## src/hdl/board_defines.svh

```systemverilog
`ifndef BOARD_DEFINES_SVH
`define BOARD_DEFINES_SVH

//////////////////////////////////////////////////////////////////////
// Trainer board I/O sizes.
//////////////////////////////////////////////////////////////////////

`define BOARD_KEY_W     2
`define BOARD_SW_W      8
`define BOARD_LED_W     12
`define BOARD_DIGITS    8

//////////////////////////////////////////////////////////////////////
// Default counter widths for the board clock.
//////////////////////////////////////////////////////////////////////

// Roughly a few shifts per second at board clock rates.
`define SHIFT_STROBE_W  23
// Fast enough that the eight digits look steady.
`define SCAN_STROBE_W   10
`define DEBOUNCE_W      16

`endif
```

## src/hdl/board_pkg.sv

```systemverilog
`include "board_defines.svh"

package board_pkg;

    typedef logic [`BOARD_LED_W-1:0] led_pattern_t;
    typedef logic [15:0]             count16_t;
    typedef logic [7:0]              count8_t;
    typedef logic [3:0]              nibble_t;
    typedef logic [2:0]              digit_idx_t;

    // Overlapping 1-0-1 detector states.
    typedef enum logic [1:0] {
        MOORE_IDLE,
        MOORE_GOT_1,
        MOORE_GOT_10,
        MOORE_DETECTED
    } moore_state_t;

    typedef enum logic [1:0] {
        MEALY_IDLE,
        MEALY_GOT_1,
        MEALY_GOT_10
    } mealy_state_t;

    // Upper half, third byte, low byte.
    typedef struct packed {
        count16_t strobe_count;
        count8_t  moore_count;
        count8_t  mealy_count;
    } display_word_t;

    // Segment a sits at the top, the dot at the bottom.
    typedef struct packed {
        logic [6:0] segments;
        logic       dot;
    } seg_out_t;

endpackage

```

## src/hdl/top.sv

```systemverilog
`timescale 1ns/1ps

`include "board_defines.svh"

module top #(
    parameter int SHIFT_W = `SHIFT_STROBE_W,
    parameter int SCAN_W  = `SCAN_STROBE_W,
    parameter int DB_W    = `DEBOUNCE_W
) (
    input  logic                      clk,
    input  logic                      i_rst,
    input  logic [`BOARD_KEY_W-1:0]   i_key,
    input  logic [`BOARD_SW_W-1:0]    i_sw,
    output logic [`BOARD_LED_W-1:0]   o_led,
    output board_pkg::seg_out_t       o_abcdefgh,
    output logic [`BOARD_DIGITS-1:0]  o_digit,
    output logic                      o_buzzer
);

    import board_pkg::*;

    //////////////////////////////////////////////////////////////////////
    // Input conditioning.
    //////////////////////////////////////////////////////////////////////

    logic [`BOARD_KEY_W-1:0] key_db;
    logic [`BOARD_SW_W-1:0]  sw_db;

    sync_and_debounce #(.W(`BOARD_KEY_W), .DB_W(DB_W)) u_key_db (
        .clk     (clk),
        .i_rst   (i_rst),
        .i_raw   (i_key),
        .o_level (key_db)
    );

    sync_and_debounce #(.W(`BOARD_SW_W), .DB_W(DB_W)) u_sw_db (
        .clk     (clk),
        .i_rst   (i_rst),
        .i_raw   (i_sw),
        .o_level (sw_db)
    );

    //////////////////////////////////////////////////////////////////////
    // Strobes.
    //////////////////////////////////////////////////////////////////////

    logic shift_strobe;
    logic scan_strobe;

    strobe_gen #(.W(SHIFT_W)) u_shift_strobe (
        .clk      (clk),
        .i_rst    (i_rst),
        .o_strobe (shift_strobe)
    );

    strobe_gen #(.W(SCAN_W)) u_scan_strobe (
        .clk      (clk),
        .i_rst    (i_rst),
        .o_strobe (scan_strobe)
    );

    //////////////////////////////////////////////////////////////////////
    // Pattern and detectors.
    //////////////////////////////////////////////////////////////////////

    led_pattern_t  pattern;
    display_word_t disp_word;

    shift_pattern u_shift_pattern (
        .clk            (clk),
        .i_rst          (i_rst),
        .i_en           (shift_strobe),
        .i_bit          (key_db[1]),
        .o_pattern      (pattern),
        .o_strobe_count (disp_word.strobe_count)
    );

    // Both see the bit shifted in on the previous strobe.
    moore_fsm u_moore_fsm (
        .clk     (clk),
        .i_rst   (i_rst),
        .i_en    (shift_strobe),
        .i_a     (pattern[0]),
        .o_y     (),
        .o_count (disp_word.moore_count)
    );

    mealy_fsm u_mealy_fsm (
        .clk     (clk),
        .i_rst   (i_rst),
        .i_en    (shift_strobe),
        .i_a     (pattern[0]),
        .o_y     (),
        .o_count (disp_word.mealy_count)
    );

    //////////////////////////////////////////////////////////////////////
    // Display and board outputs.
    //////////////////////////////////////////////////////////////////////

    seg_out_t                 seg;
    logic [`BOARD_DIGITS-1:0] digit_sel;

    seven_segment u_seven_segment (
        .clk      (clk),
        .i_rst    (i_rst),
        .i_en     (scan_strobe),
        .i_num    (disp_word),
        .i_dots   (sw_db),
        .o_seg    (seg),
        .o_select (digit_sel)
    );

    // The board drives everything active low.
    assign o_led      = ~pattern;
    assign o_abcdefgh = seg_out_t'(~seg);
    assign o_digit    = ~digit_sel;
    assign o_buzzer   = ~key_db[0];

endmodule

```

## src/hdl/seven_segment.sv

```systemverilog
`timescale 1ns/1ps

module seven_segment (
    input  logic                     clk,
    input  logic                     i_rst,
    input  logic                     i_en,
    input  board_pkg::display_word_t i_num,
    input  logic [7:0]               i_dots,
    output board_pkg::seg_out_t      o_seg,
    output logic [7:0]               o_select
);

    import board_pkg::*;

    digit_idx_t digit_idx;
    nibble_t    cur_nibble;
    logic [6:0] cur_segments;

    //////////////////////////////////////////////////////////////////////
    // Digit scan.
    //////////////////////////////////////////////////////////////////////

    // Three bits, so the index wraps after digit 7 by itself.
    always_ff @(posedge clk) begin
        if (i_rst) begin
            digit_idx <= '0;
        end else if (i_en) begin
            digit_idx <= digit_idx + 1'b1;
        end
    end

    // Digit 0 shows the least significant nibble.
    assign cur_nibble = i_num[digit_idx*4 +: 4];

    //////////////////////////////////////////////////////////////////////
    // Hex decode, segments abcdefg with a at the top.
    //////////////////////////////////////////////////////////////////////

    always_comb begin
        case (cur_nibble)
            4'h0:    cur_segments = 7'b1111110;
            4'h1:    cur_segments = 7'b0110000;
            4'h2:    cur_segments = 7'b1101101;
            4'h3:    cur_segments = 7'b1111001;
            4'h4:    cur_segments = 7'b0110011;
            4'h5:    cur_segments = 7'b1011011;
            4'h6:    cur_segments = 7'b1011111;
            4'h7:    cur_segments = 7'b1110000;
            4'h8:    cur_segments = 7'b1111111;
            4'h9:    cur_segments = 7'b1111011;
            4'ha:    cur_segments = 7'b1110111;
            4'hb:    cur_segments = 7'b0011111;
            4'hc:    cur_segments = 7'b1001110;
            4'hd:    cur_segments = 7'b0111101;
            4'he:    cur_segments = 7'b1001111;
            default: cur_segments = 7'b1000111;
        endcase
    end

    //////////////////////////////////////////////////////////////////////
    // Output registers.
    //////////////////////////////////////////////////////////////////////

    always_ff @(posedge clk) begin
        o_seg.segments <= cur_segments;
        o_seg.dot      <= i_dots[digit_idx];
    end

    // One-hot select, digit 0 lit out of reset.
    always_ff @(posedge clk) begin
        if (i_rst) begin
            o_select <= 8'b0000_0001;
        end else begin
            o_select <= 8'b0000_0001 << digit_idx;
        end
    end

endmodule

```

## src/hdl/mealy_fsm.sv

```systemverilog
`timescale 1ns/1ps

module mealy_fsm (
    input  logic               clk,
    input  logic               i_rst,
    input  logic               i_en,
    input  logic               i_a,
    output logic               o_y,
    output board_pkg::count8_t o_count
);

    import board_pkg::*;

    mealy_state_t state;
    mealy_state_t next_state;
    count8_t      count_q;

    always_ff @(posedge clk) begin
        if (i_rst) begin
            state <= MEALY_IDLE;
        end else if (i_en) begin
            state <= next_state;
        end
    end

    always_comb begin
        next_state = state;
        case (state)
            MEALY_IDLE:   next_state = i_a ? MEALY_GOT_1 : MEALY_IDLE;
            MEALY_GOT_1:  next_state = i_a ? MEALY_GOT_1 : MEALY_GOT_10;
            MEALY_GOT_10: next_state = i_a ? MEALY_GOT_1 : MEALY_IDLE;
            default:      next_state = MEALY_IDLE;
        endcase
    end

    // Detection depends on the incoming bit, qualified by the strobe.
    assign o_y = i_en && (state == MEALY_GOT_10) && i_a;

    always_ff @(posedge clk) begin
        if (i_rst) begin
            count_q <= '0;
        end else if (o_y) begin
            count_q <= count_q + 1'b1;
        end
    end

    assign o_count = count_q;

endmodule

```

## src/hdl/moore_fsm.sv

```systemverilog
`timescale 1ns/1ps

module moore_fsm (
    input  logic               clk,
    input  logic               i_rst,
    input  logic               i_en,
    input  logic               i_a,
    output logic               o_y,
    output board_pkg::count8_t o_count
);

    import board_pkg::*;

    moore_state_t state;
    moore_state_t next_state;
    count8_t      count_q;

    always_ff @(posedge clk) begin
        if (i_rst) begin
            state <= MOORE_IDLE;
        end else if (i_en) begin
            state <= next_state;
        end
    end

    always_comb begin
        next_state = state;
        case (state)
            MOORE_IDLE:     next_state = i_a ? MOORE_GOT_1 : MOORE_IDLE;
            MOORE_GOT_1:    next_state = i_a ? MOORE_GOT_1 : MOORE_GOT_10;
            MOORE_GOT_10:   next_state = i_a ? MOORE_DETECTED : MOORE_IDLE;
            // The final 1 also starts the next match.
            MOORE_DETECTED: next_state = i_a ? MOORE_GOT_1 : MOORE_GOT_10;
            default:        next_state = MOORE_IDLE;
        endcase
    end

    // Output is a function of state alone.
    assign o_y = (state == MOORE_DETECTED);

    // Counted on the strobe after the detection.
    always_ff @(posedge clk) begin
        if (i_rst) begin
            count_q <= '0;
        end else if (i_en && o_y) begin
            count_q <= count_q + 1'b1;
        end
    end

    assign o_count = count_q;

endmodule

```

## src/hdl/shift_pattern.sv

```systemverilog
`timescale 1ns/1ps

module shift_pattern (
    input  logic                    clk,
    input  logic                    i_rst,
    input  logic                    i_en,
    input  logic                    i_bit,
    output board_pkg::led_pattern_t o_pattern,
    output board_pkg::count16_t     o_strobe_count
);

    import board_pkg::*;

    led_pattern_t pattern_q;
    count16_t     strobe_cnt_q;

    // Newest bit enters at the bottom, oldest falls off the top.
    always_ff @(posedge clk) begin
        if (i_rst) begin
            pattern_q <= '0;
        end else if (i_en) begin
            pattern_q <= {pattern_q[$bits(led_pattern_t)-2:0], i_bit};
        end
    end

    // Activity figure, wraps silently.
    always_ff @(posedge clk) begin
        if (i_rst) begin
            strobe_cnt_q <= '0;
        end else if (i_en) begin
            strobe_cnt_q <= strobe_cnt_q + 1'b1;
        end
    end

    assign o_pattern      = pattern_q;
    assign o_strobe_count = strobe_cnt_q;

endmodule

```

## src/hdl/strobe_gen.sv

```systemverilog
`timescale 1ns/1ps

module strobe_gen #(
    parameter int W = 10
) (
    input  logic clk,
    input  logic i_rst,
    output logic o_strobe
);

    logic [W-1:0] cnt;

    // Pulse on the cycle after the counter reaches all ones.
    always_ff @(posedge clk) begin
        if (i_rst) begin
            cnt      <= '0;
            o_strobe <= 1'b0;
        end else begin
            cnt      <= cnt + 1'b1;
            o_strobe <= (cnt == '1);
        end
    end

endmodule

```

## src/hdl/sync_and_debounce.sv

```systemverilog
`timescale 1ns/1ps

module sync_and_debounce #(
    parameter int W    = 1,
    parameter int DB_W = 16
) (
    input  logic         clk,
    input  logic         i_rst,
    input  logic [W-1:0] i_raw,
    output logic [W-1:0] o_level
);

    logic [W-1:0]    meta_q;
    logic [W-1:0]    sync_q;
    logic [DB_W-1:0] stable_cnt;

    // Board inputs are active low, so invert on the way in.
    always_ff @(posedge clk) begin
        if (i_rst) begin
            meta_q <= '0;
            sync_q <= '0;
        end else begin
            meta_q <= ~i_raw;
            sync_q <= meta_q;
        end
    end

    // One counter covers the whole bus.
    // It only runs while the synchronized value disagrees with the output.
    always_ff @(posedge clk) begin
        if (i_rst) begin
            stable_cnt <= '0;
            o_level    <= '0;
        end else if (sync_q == o_level) begin
            stable_cnt <= '0;
        end else if (stable_cnt == '1) begin
            // Held long enough, take it.
            stable_cnt <= '0;
            o_level    <= sync_q;
        end else begin
            stable_cnt <= stable_cnt + 1'b1;
        end
    end

endmodule

```

## config.mk

```make
export PLATFORM = sky130hd
export DESIGN_NAME = top
export DESIGN_NICKNAME = d
export VERILOG_FILES = /design/src/hdl/board_pkg.sv /design/src/hdl/top.sv /design/src/hdl/seven_segment.sv /design/src/hdl/mealy_fsm.sv /design/src/hdl/moore_fsm.sv /design/src/hdl/shift_pattern.sv /design/src/hdl/strobe_gen.sv /design/src/hdl/sync_and_debounce.sv
export VERILOG_INCLUDE_DIRS = /design/src /design/src/hdl
export SDC_FILE = /design/constraint.sdc
export NUM_CORES = 1
export LEC_CHECK = 0
export BUFFER_PORTS_ARGS = -buffer_cell sky130_fd_sc_hd__buf_2
export CELL_PAD_IN_SITES_DETAIL_PLACEMENT = 1
export CELL_PAD_IN_SITES_GLOBAL_PLACEMENT = 1
export CORE_MARGIN = 8
export CORE_UTILIZATION = 35
export DETAILED_ROUTE_END_ITERATION = 7
export PLACE_DENSITY_LB_ADDON = 0.1
export SETUP_SLACK_MARGIN = 0.1
export SLEW_MARGIN = 15
export SYNTH_ARGS = -nofsm -noshare
export SYNTH_HDL_FRONTEND = slang
export SYNTH_HIERARCHICAL = 1
export SYNTH_SLANG_ARGS = --single-unit
```

## constraint.sdc

```tcl
create_clock -name clk -period 2.6 [get_ports clk]
set_input_delay 0.52 -clock clk [delete_from_list [all_inputs] [get_ports clk]]
set_output_delay 0.52 -clock clk [all_outputs]
set_load 0.01 [all_outputs]
```

Yosys cells after proc, flatten, opt, wreduce, memory -nomap -nowiden. Memories as Yosys holds them, arrays and structs flattened. A register that Yosys moved wholly into a read port is not among the register bits. Cells that the tools add are included.

Bits in registers: 157. ROM bits: 112. Input bits: 12. Output and inout bits: 29. Word-level logic and storage cells: 70. Memories kept: 1.

Memories: (name not given) (words 16, width 7, read ports 1, clocked after memory_dff 1, write ports 0, RTL line seven_segment.sv:40) `case (cur_nibble)`.

Add/sub/neg operators: 8. Order comparisons: 1. Equality and inequality tests: 11. Shift operators: 2. Mux-type cells: 7. Bitwise gates (word level): 8. Reduce and logical (&&, ||, !) cells: 11.

Operators with widths (count): 16-bit by 1-bit adder with 16-bit output (second input constant) (3); 16-bit == test (second input constant) (2); 32-bit by 6-bit indexed part select with 4-bit output (1); 8-bit inverter (3); 23-bit by 1-bit adder with 23-bit output (second input constant) (1); 23-bit == test (second input constant) (1); 8-bit by 1-bit adder with 8-bit output (second input constant) (2); 12-bit inverter (1); 10-bit by 1-bit adder with 10-bit output (second input constant) (1); 10-bit == test (second input constant) (1); 8-bit == test (1); 1-bit by 3-bit left shift with 8-bit output (first input constant) (1); 2-bit == test (second input constant) (3); 2-bit case mux with 3 select lines (1); 3-bit OR reduction (2); 2-bit by 1-bit == test with 1-bit output (second input constant) (2); 2-bit zero test (2); 3-bit by 4-bit less-than comparator with 1-bit output (second input constant) (1); 2-bit two-way mux (2); 2-bit case mux with 2 select lines (1); 2-bit AND reduction (2); 2-bit OR reduction (2); 3-bit by 1-bit adder with 3-bit output (second input constant) (1); 1-bit binary-select mux with 3-bit select (1); 5 further kinds (10).

Longest topological paths before layout. Gate-level depths: netlist of the first run.

Depth in word-level cells: 3. Depth in mapped cells: 8. Mapped depth without buffers: 7.

By module. Netlist of the first run, hierarchy kept.

Modules (own cells, without submodules): sync_and_debounce at u_sw_db (times used 1, cells each 157, area an instance 1491.4 µm², seq. area each 800.8 µm²); seven_segment (times used 1, cells each 96, area an instance 1178.6 µm², seq. area each 380.4 µm²); shift_pattern (times used 1, cells each 122, area an instance 1153.6 µm², seq. area each 560.5 µm²); strobe_gen at u_shift_strobe (times used 1, cells each 122, area an instance 1048.5 µm², seq. area each 480.5 µm²); sync_and_debounce at u_key_db (times used 1, cells each 93, area an instance 905.9 µm², seq. area each 440.4 µm²); mealy_fsm (times used 1, cells each 52, area an instance 464.2 µm², seq. area each 200.2 µm²); moore_fsm (times used 1, cells each 50, area an instance 454.2 µm², seq. area each 200.2 µm²); strobe_gen at u_scan_strobe (times used 1, cells each 47, area an instance 436.7 µm², seq. area each 220.2 µm²); top (times used 1, cells each 29, area an instance 108.9 µm², seq. area each 0.0 µm²).

Worst setup path before layout of the first run. Ideal clock, no wire load.

Path kind: flip-flop to flip-flop. Start: register u_seven_segment.digit_idx[0]. End: register u_seven_segment/o_seg[4] (netlist name). Library setup time: 0.072 ns. Data arrival time: 2.250 ns. Required time: 2.528 ns. Setup slack: 0.279 ns. Cell stages (with the launch flop): 8. Path buffers: 1. Period minus slack after synthesis: 2.321 ns. Path through: dfxtp_1 buf_6 mux4_1 mux2i_1 inv_1 ha_1 mux2_1 mux2i_1.

Word-level cells in the longest chain between the ends: 1.

Ends and longest elaborated chain: start: declaration (RTL line seven_segment.sv:15) `digit_idx_t digit_idx;`; start signal: assignment (RTL line seven_segment.sv:28) `digit_idx <= digit_idx + 1'b1;`; 32-bit by 6-bit indexed part select with 4-bit output (RTL line seven_segment.sv:33) `assign cur_nibble = i_num[digit_idx*4 +: 4];`.

No other way between the ends. A chain may end at the register's enable or synchronous reset.

Final worst setup path of the first run.
Start: register u_seven_segment.digit_idx[0]. End: register u_seven_segment/o_seg[7] (netlist name).

Word-level cells in the longest chain between the ends: 1.

Ends and longest elaborated chain (RTL line): 32-bit by 6-bit indexed part select with 4-bit output (seven_segment.sv:33).

No other way between the ends.

==> run metrics, run 1 <==
status=completed; combinational share of power=under 10%; Slew HR=about 60%; Final Max Tran Viols=0; WL/cell=~14 µm; Clock power frac=47.0%; CP cell instances=buf_4 -> mux4_2 -> mux2i_4 -> xnor2_1 -> a211o_1; 1st-pass router iterations=4; switching part of the total=23.4%; vias per cell=around 5; fin crit period=between 2 and 2.5 ns; PwrDens=between 600 and 700 mW/mm²; IO Pins=41; ratio of cells with drive above 1 in the final layout=about 15%; type of origin of the critical path=flip-flop; first-pass GRT wire length=about 27 mm; period utilization=between 80% and 90%; Worst-path clk slew=approximately 0.070 ns; worst endpoint required time=2.90 ns; Ys Warns=6; Post-Synthesis Cells=about 770; clk_skew=~0.0076 ns; worst slew pin tran=0.592 ns; Root Buffer=clkbuf_16; Core Footprint=approximately 0.020 mm²; crit-path max cell delay=0.58 ns; Worst path top cell family by delay=multiplexers; Area Growth Syn to Fin=14.8%; CTS max path bufs=2; fill count=between 2,000 and 2,500; slowest library cell on the worst path=dfxtp_1; chip height=between 150 and 200 µm; Die W=~160 µm; All-Layer GR Usage=between 10% and 20%; Resized cells post-CTS=0; Post-CTS Setup Bufs=0; CP endpoint kind=flip-flop; RSZ-0062 raised after global routing=false; number of max-cap violations=0; Leak=0.00306 µW; Setup violations, final=0; hold crit path type=in -> reg; CTS Hold Buffers Added=0; Post-DP HPWL=approximately 11 mm; WHS=~0.25 ns; final wirelength=15.7 mm; area post-placement=slightly below 0.008 mm²; syn_nets=796; antenna-violating nets left=0; initial antenna violation count=0; # rows=52; final instance area=0.00830 mm²; n_diodes=0; RePlAce Congestion=0.783; Worst VDD drop=roughly 0.36 mV; Die ar.=approximately 0.026 mm²; CTS tree=yes; mapped cell area=slightly above 0.007 mm²; crit-path max FO=12; Buffers & Inverters on Critical Path=1; gr ovfl total=0; Starting Density=approximately 36%; vias in the first global route=5,627; Setup TNS=0 ns; CTS sink count=around 160; DRT iter0 DRCs=160; critical path arrival=2.61 ns; Syn Area/Cell=about 9.4 µm²; Port-buffer cells=40; FF-to-FF setup slack=a little under 0.3 ns; H-tree Lvls=4; f_max=roughly 430 MHz; Vias=between 5,000 and 6,000; Fin. Hold Viols=0; DRC viols=0; fin nets=around 850; clk_lat worst skew=between 0.4 and 0.5 ns; CP Class=reg -> reg; switching pwr=approximately 1200 µW; P_int=between 3000 and 4000 µW; TritonCTS buffer count=17; largest net degree at the start of global routing=56; part of the power in registers=about half
[final timing paths]
path,from,endpoint,depth (start not counted)
max,u_seven_segment/digit_idx[0],u_seven_segment/o_seg[7],5
min,i_sw[0],u_sw_db/meta_q[0],2
max reg2reg,u_seven_segment/digit_idx[0],u_seven_segment/o_seg[7],5
min reg2reg,u_sw_db/meta_q[3],u_sw_db/sync_q[3],1
[flip-flops by register name (all words and copies together), names as in the netlist, 2 cells and up]
| name | count |
|---|---|
| u_sw_db/stable_cnt | 16 |
| u_mealy_fsm/o_count | 8 |
| u_moore_fsm/o_count | 8 |
| u_shift_pattern/o_strobe_count | 16 |
| u_moore_fsm/state | 2 |
| u_key_db/meta_q | 2 |
| u_sw_db/o_level | 8 |
| u_sw_db/meta_q | 8 |
| u_seven_segment/o_seg | 8 |
| u_key_db/o_level | 2 |
| u_shift_strobe/cnt | 23 |
| u_mealy_fsm/state | 2 |
| u_scan_strobe/cnt | 10 |
| u_sw_db/sync_q | 8 |
| u_shift_pattern/o_pattern | 12 |
| u_seven_segment/digit_idx | 3 |
| u_key_db/sync_q | 2 |
| u_key_db/stable_cnt | 16 |
| u_seven_segment/o_select | 8 |
[cell type report]
type	instances	area (µm²)	area share [%]
clock buffer	18	439	5.29
tap	270	338	4.07
sequential	164	3280	39.6
multi-input combinational	527	3630	43.7
inverter	52	195	2.35
clock inverter	14	118	1.42
timing repair buffer	53	300	3.62
[worst register-to-register path, delay by kind of cell (launching register included)]
kind                   cells  cell delay, ns
AO/OA/AOI/OAI              1            0.31
XOR/XNOR                   1            0.14
buffers and inverters      1            0.26
flip-flops                 1            0.58
multiplexers               2            0.92
[metrics by stage]
stage               power, µW  worst slack, ns  utilization [%]  std cells
finish                   5040            0.292             41.0       1098
detailed placement       2730            0.279             38.3       1066
CTS                      5130            0.276             41.0       1098
global placement         2730            0.361             38.3       1066
floorplan                2690            0.279                -        766
global route             5260            0.189             41.0       1098
[per-layer routing]
layer	vias to the layer above	global-route usage [%]	part of all wire, %	routed length (µm)
met2	46	22.6	51	8000
li1	2741	-	-	-
met4	0	3.90	0.97	152
met1	2647	14.5	46	7160
met5	-	0	0	0
met3	10	2.98	2.4	382
[power groups by stage]
stage / logic, µW / registers (µW) / clock network [µW]
global placement: 112 / 2610 / 0
CTS: 116 / 2560 / 2460
floorplan: 75.6 / 2610 / 0
global route: 130 / 2560 / 2580
finish: 112 / 2560 / 2370
detailed placement: 115 / 2620 / 0
[cell usage in the layout, fill, tap and decap left out, types with 12 or more instances in the layout]
cell type    n
dfxtp_1    164
clkbuf_16   17
or3_1       13
nor2b_1     20
nand4_1     21
or4_1       12
nor2_1     105
buf_4       14
mux2i_1     27
nor3_1      14
xor2_1      33
ha_1        18
a21oi_1     42
nand3_1     39
buf_2       39
xnor2_1     31
nand2_1     33
o21ai_0     27
inv_1       51
(Power assumes the default switching activity.)
==> inputs of run 2 (changes only) <==
--- a/config.mk
+++ b/config.mk
@@ -12,7 +12,7 @@
 export CORE_MARGIN = 8
 export CORE_UTILIZATION = 35
 export DETAILED_ROUTE_END_ITERATION = 7
-export PLACE_DENSITY_LB_ADDON = 0.1
+export PLACE_DENSITY = 0.63
 export SETUP_SLACK_MARGIN = 0.1
 export SLEW_MARGIN = 15
 export SYNTH_ARGS = -nofsm -noshare
==> run 2 against run 1 <==
Compared with the run above:
- fmax decreased by 1.2%
- sequential share of layout area decreased by 0.14 points
- design area increased by 0.35%
- worst setup slack got worse by 0.027 ns
- register-to-register slack got worse by 0.03 ns
- final cell count decreased by 0.18%
- critical endpoint is now u_seven_segment/o_seg[4]
==> run metrics, run 2 (same netlist as run 1, synthesis figures left out) <==
Starting Density=35.7% (unchanged); Root Buffer=clkbuf_16; vias in the first global route=5,746 (+2.1%); Die W=160 µm (unchanged); Highest Signal Layer=met4; clk_skew=0.00891 ns (+0.00130 ns); Die ar.=0.0255 mm² (unchanged); chip height=160 µm (unchanged); FF-to-FF setup slack=0.26 ns (-0.03 ns); CP endpoint kind=flip-flop; TritonCTS buffer count=17 (unchanged); CP cell instances=buf_4 -> mux4_1 -> mux2i_4 -> mux2_1 -> mux2i_1; Area Growth Syn to Fin=15.2%; Worst Setup EP=u_seven_segment/o_seg[4]; combinational share of power=2.1% (about the same); Setup Slack @ Placement=0.258 ns (-0.0208 ns); final wirelength=15.8 mm (+0.37%); Post-DP HPWL=11.2 mm (-1.5%); fill count=2,340 (-1.1%); initial antenna violation count=0 (unchanged); Clock power frac=48.9% (+1.9 points); Biggest register=u_shift_strobe/cnt; Final Max Tran Viols=0 (unchanged); vias per cell=4.97 (+0.26%); IO Pins=41 (unchanged); commonest non-fill, non-tap cells in the layout=dfxtp_1, nor2_1, inv_1; DRC viols=0 (unchanged); final std cells w/o fill=1,096 (-0.18%); antenna-violating nets left=0 (unchanged); part of the power in registers=49.0% (-1.7 points); Placed Cells=1,064 (-0.19%); critical path arrival=2.68 ns (+0.07 ns); Post-CTS Setup Bufs=0 (unchanged); Core Footprint=0.0202 mm² (unchanged); metal1 wirelength=7.26 mm (+1.4%); n_diodes=0 (unchanged); crit-path max FO=13 (+1); CTS sink count=164 (unchanged); CTS tree=yes; routed wire length on met3=435 µm (+14%); commonest non-fill, non-tap cell in the layout=dfxtp_1; clk_lat worst skew=0.43 ns (+0.02 ns); ratio of cells with drive above 1 in the final layout=14.5% (-0.33 points); RSZ-0062 raised after global routing=false; setup slack after layout=0.265 ns (-0.0270 ns); All-Layer GR Usage=12.8% (+0.23 points); P_int=4110 µW (+6.6%); Fin. Hold Viols=0 (unchanged); Worst VDD drop=0.488 mV (+37%); hold depth=2 (unchanged); Worst-path clk slew=0.06 ns (about the same); max reg flops=23 (unchanged); RePlAce Congestion=0.803 (+2.5%); Port-buffer cells=40 (unchanged); worst endpoint required time=2.95 ns (+0.05 ns); Vias=5,448 (+0.073%); CTS max path bufs=2 (unchanged); H-tree Lvls=4 (unchanged); gr ovfl total=0 (unchanged); # rows=52 (unchanged); reg-to-reg endpoint=u_seven_segment/o_seg[4]; fin crit period=2.34 ns (+0.0270 ns); Critical Path Source=u_seven_segment/digit_idx[0]; DRT iter0 DRCs=280 (+75%); Setup violations, final=0 (unchanged); fin nets=843 (-0.24%); PwrDens=627 mW/mm² (+3.2%); switching part of the total=21.2% (-2.2 points); Resized cells post-CTS=0 (unchanged); type of origin of the critical path=flip-flop; first-pass GRT wire length=27.6 mm (+1.7%); CTS Hold Buffers Added=0 (unchanged); FF-to-FF Start=u_seven_segment/digit_idx[0]; CP Class=reg -> reg; Slew HR=56.5% (-3.7 points); Setup TNS=0 ns (unchanged); largest net degree at the start of global routing=57 (+1.8%); Leak=0.00308 µW (+0.51%); 1st-pass router iterations=4 (unchanged); status=completed; period utilization=89.8% (+1.0 points); number of max-cap violations=0 (unchanged); slowest library cell on the worst path=mux4_1; WL/cell=14.4 µm (+0.55%); R2R depth=5 (unchanged); met2 routed WL=7.80 mm (-2.5%); switching pwr=1110 µW (-6.1%); f_max=428 MHz (-1.2%); crit-path max cell delay=0.62 ns (+0.04 ns); hold crit path type=in -> reg; worst slew pin tran=0.648 ns (+0.0557 ns)
## run 2: changes by cell type in the layout (fill, tap and decap cells not counted), sizes merged
cell,change
inv,-7
buf,-2
clkinvlp,-1
bufinv,+3
clkinv,+4
clkbuf,+1
## run 2: layout make-up
| type | instances | area [µm²] | area share (%) |
|---|---|---|---|
| Timing Repair Buffer | 51 | 285 | 3.43 |
| Sequential cell | 164 | 3280 | 39.4 |
| Clock buffer | 19 | 443 | 5.32 |
| Tap cell | 270 | 338 | 4.06 |
| Clock inverter | 13 | 158 | 1.89 |
| Multi-Input combinational cell | 527 | 3630 | 43.5 |
| Inverter | 52 | 195 | 2.34 |
## run 2: critical path, delay by kind of cell (launching register included)
family,cells,cell delay [ns]
buf+inv,1,0.22
flops,1,0.45
mux,4,1.59
## run 2: worst min path at each step
| stage | start | endpoint | slack [ns] |
|---|---|---|---|
| after floorplan | u_key_db/meta_q[0] | u_key_db/sync_q[0] | 0.41 |
| after global placement | u_sw_db/meta_q[1] | u_sw_db/sync_q[1] | 0.43 |
| after detailed placement | u_sw_db/meta_q[7] | u_sw_db/sync_q[7] | 0.43 |
| after CTS | i_sw[5] | u_sw_db/meta_q[5] | 0.22 |
| after global routing | i_sw[7] | u_sw_db/meta_q[7] | 0.23 |
| final | i_sw[5] | u_sw_db/meta_q[5] | 0.25 |
## run 2: metal layers
layer / global-route usage (%) / up-vias
met2: 22.2 / 60
li1: - / 2741
met4: 5.02 / 0
met1: 15.1 / 2626
met5: 0 / -
met3: 2.98 / 21
## run 2: power by group through the flow
| stage | Sequential, µW | Clock (µW) | Combinational [µW] |
|---|---|---|---|
| 6_report | 2560 | 2550 | 109 |
| 5_1_grt | 2560 | 2740 | 126 |
| 4_1_cts | 2560 | 2630 | 112 |
| 3_5_place_dp | 2620 | 0 | 111 |
| 3_3_place_gp | 2610 | 0 | 107 |
| 2_1_floorplan | 2610 | 0 | 75.6 |
## run 2: through the flow
step	power [µW]	util (%)	instance area, µm²	hold WS (ns)
after CTS	5300	41.2	8330	0.224
final	5220	41.2	8330	0.245
after detailed placement	2730	38.2	7730	0.428
after global routing	5430	41.2	8330	0.228
after global placement	2720	38.2	7730	0.428
after floorplan	2690	-	7230	0.414
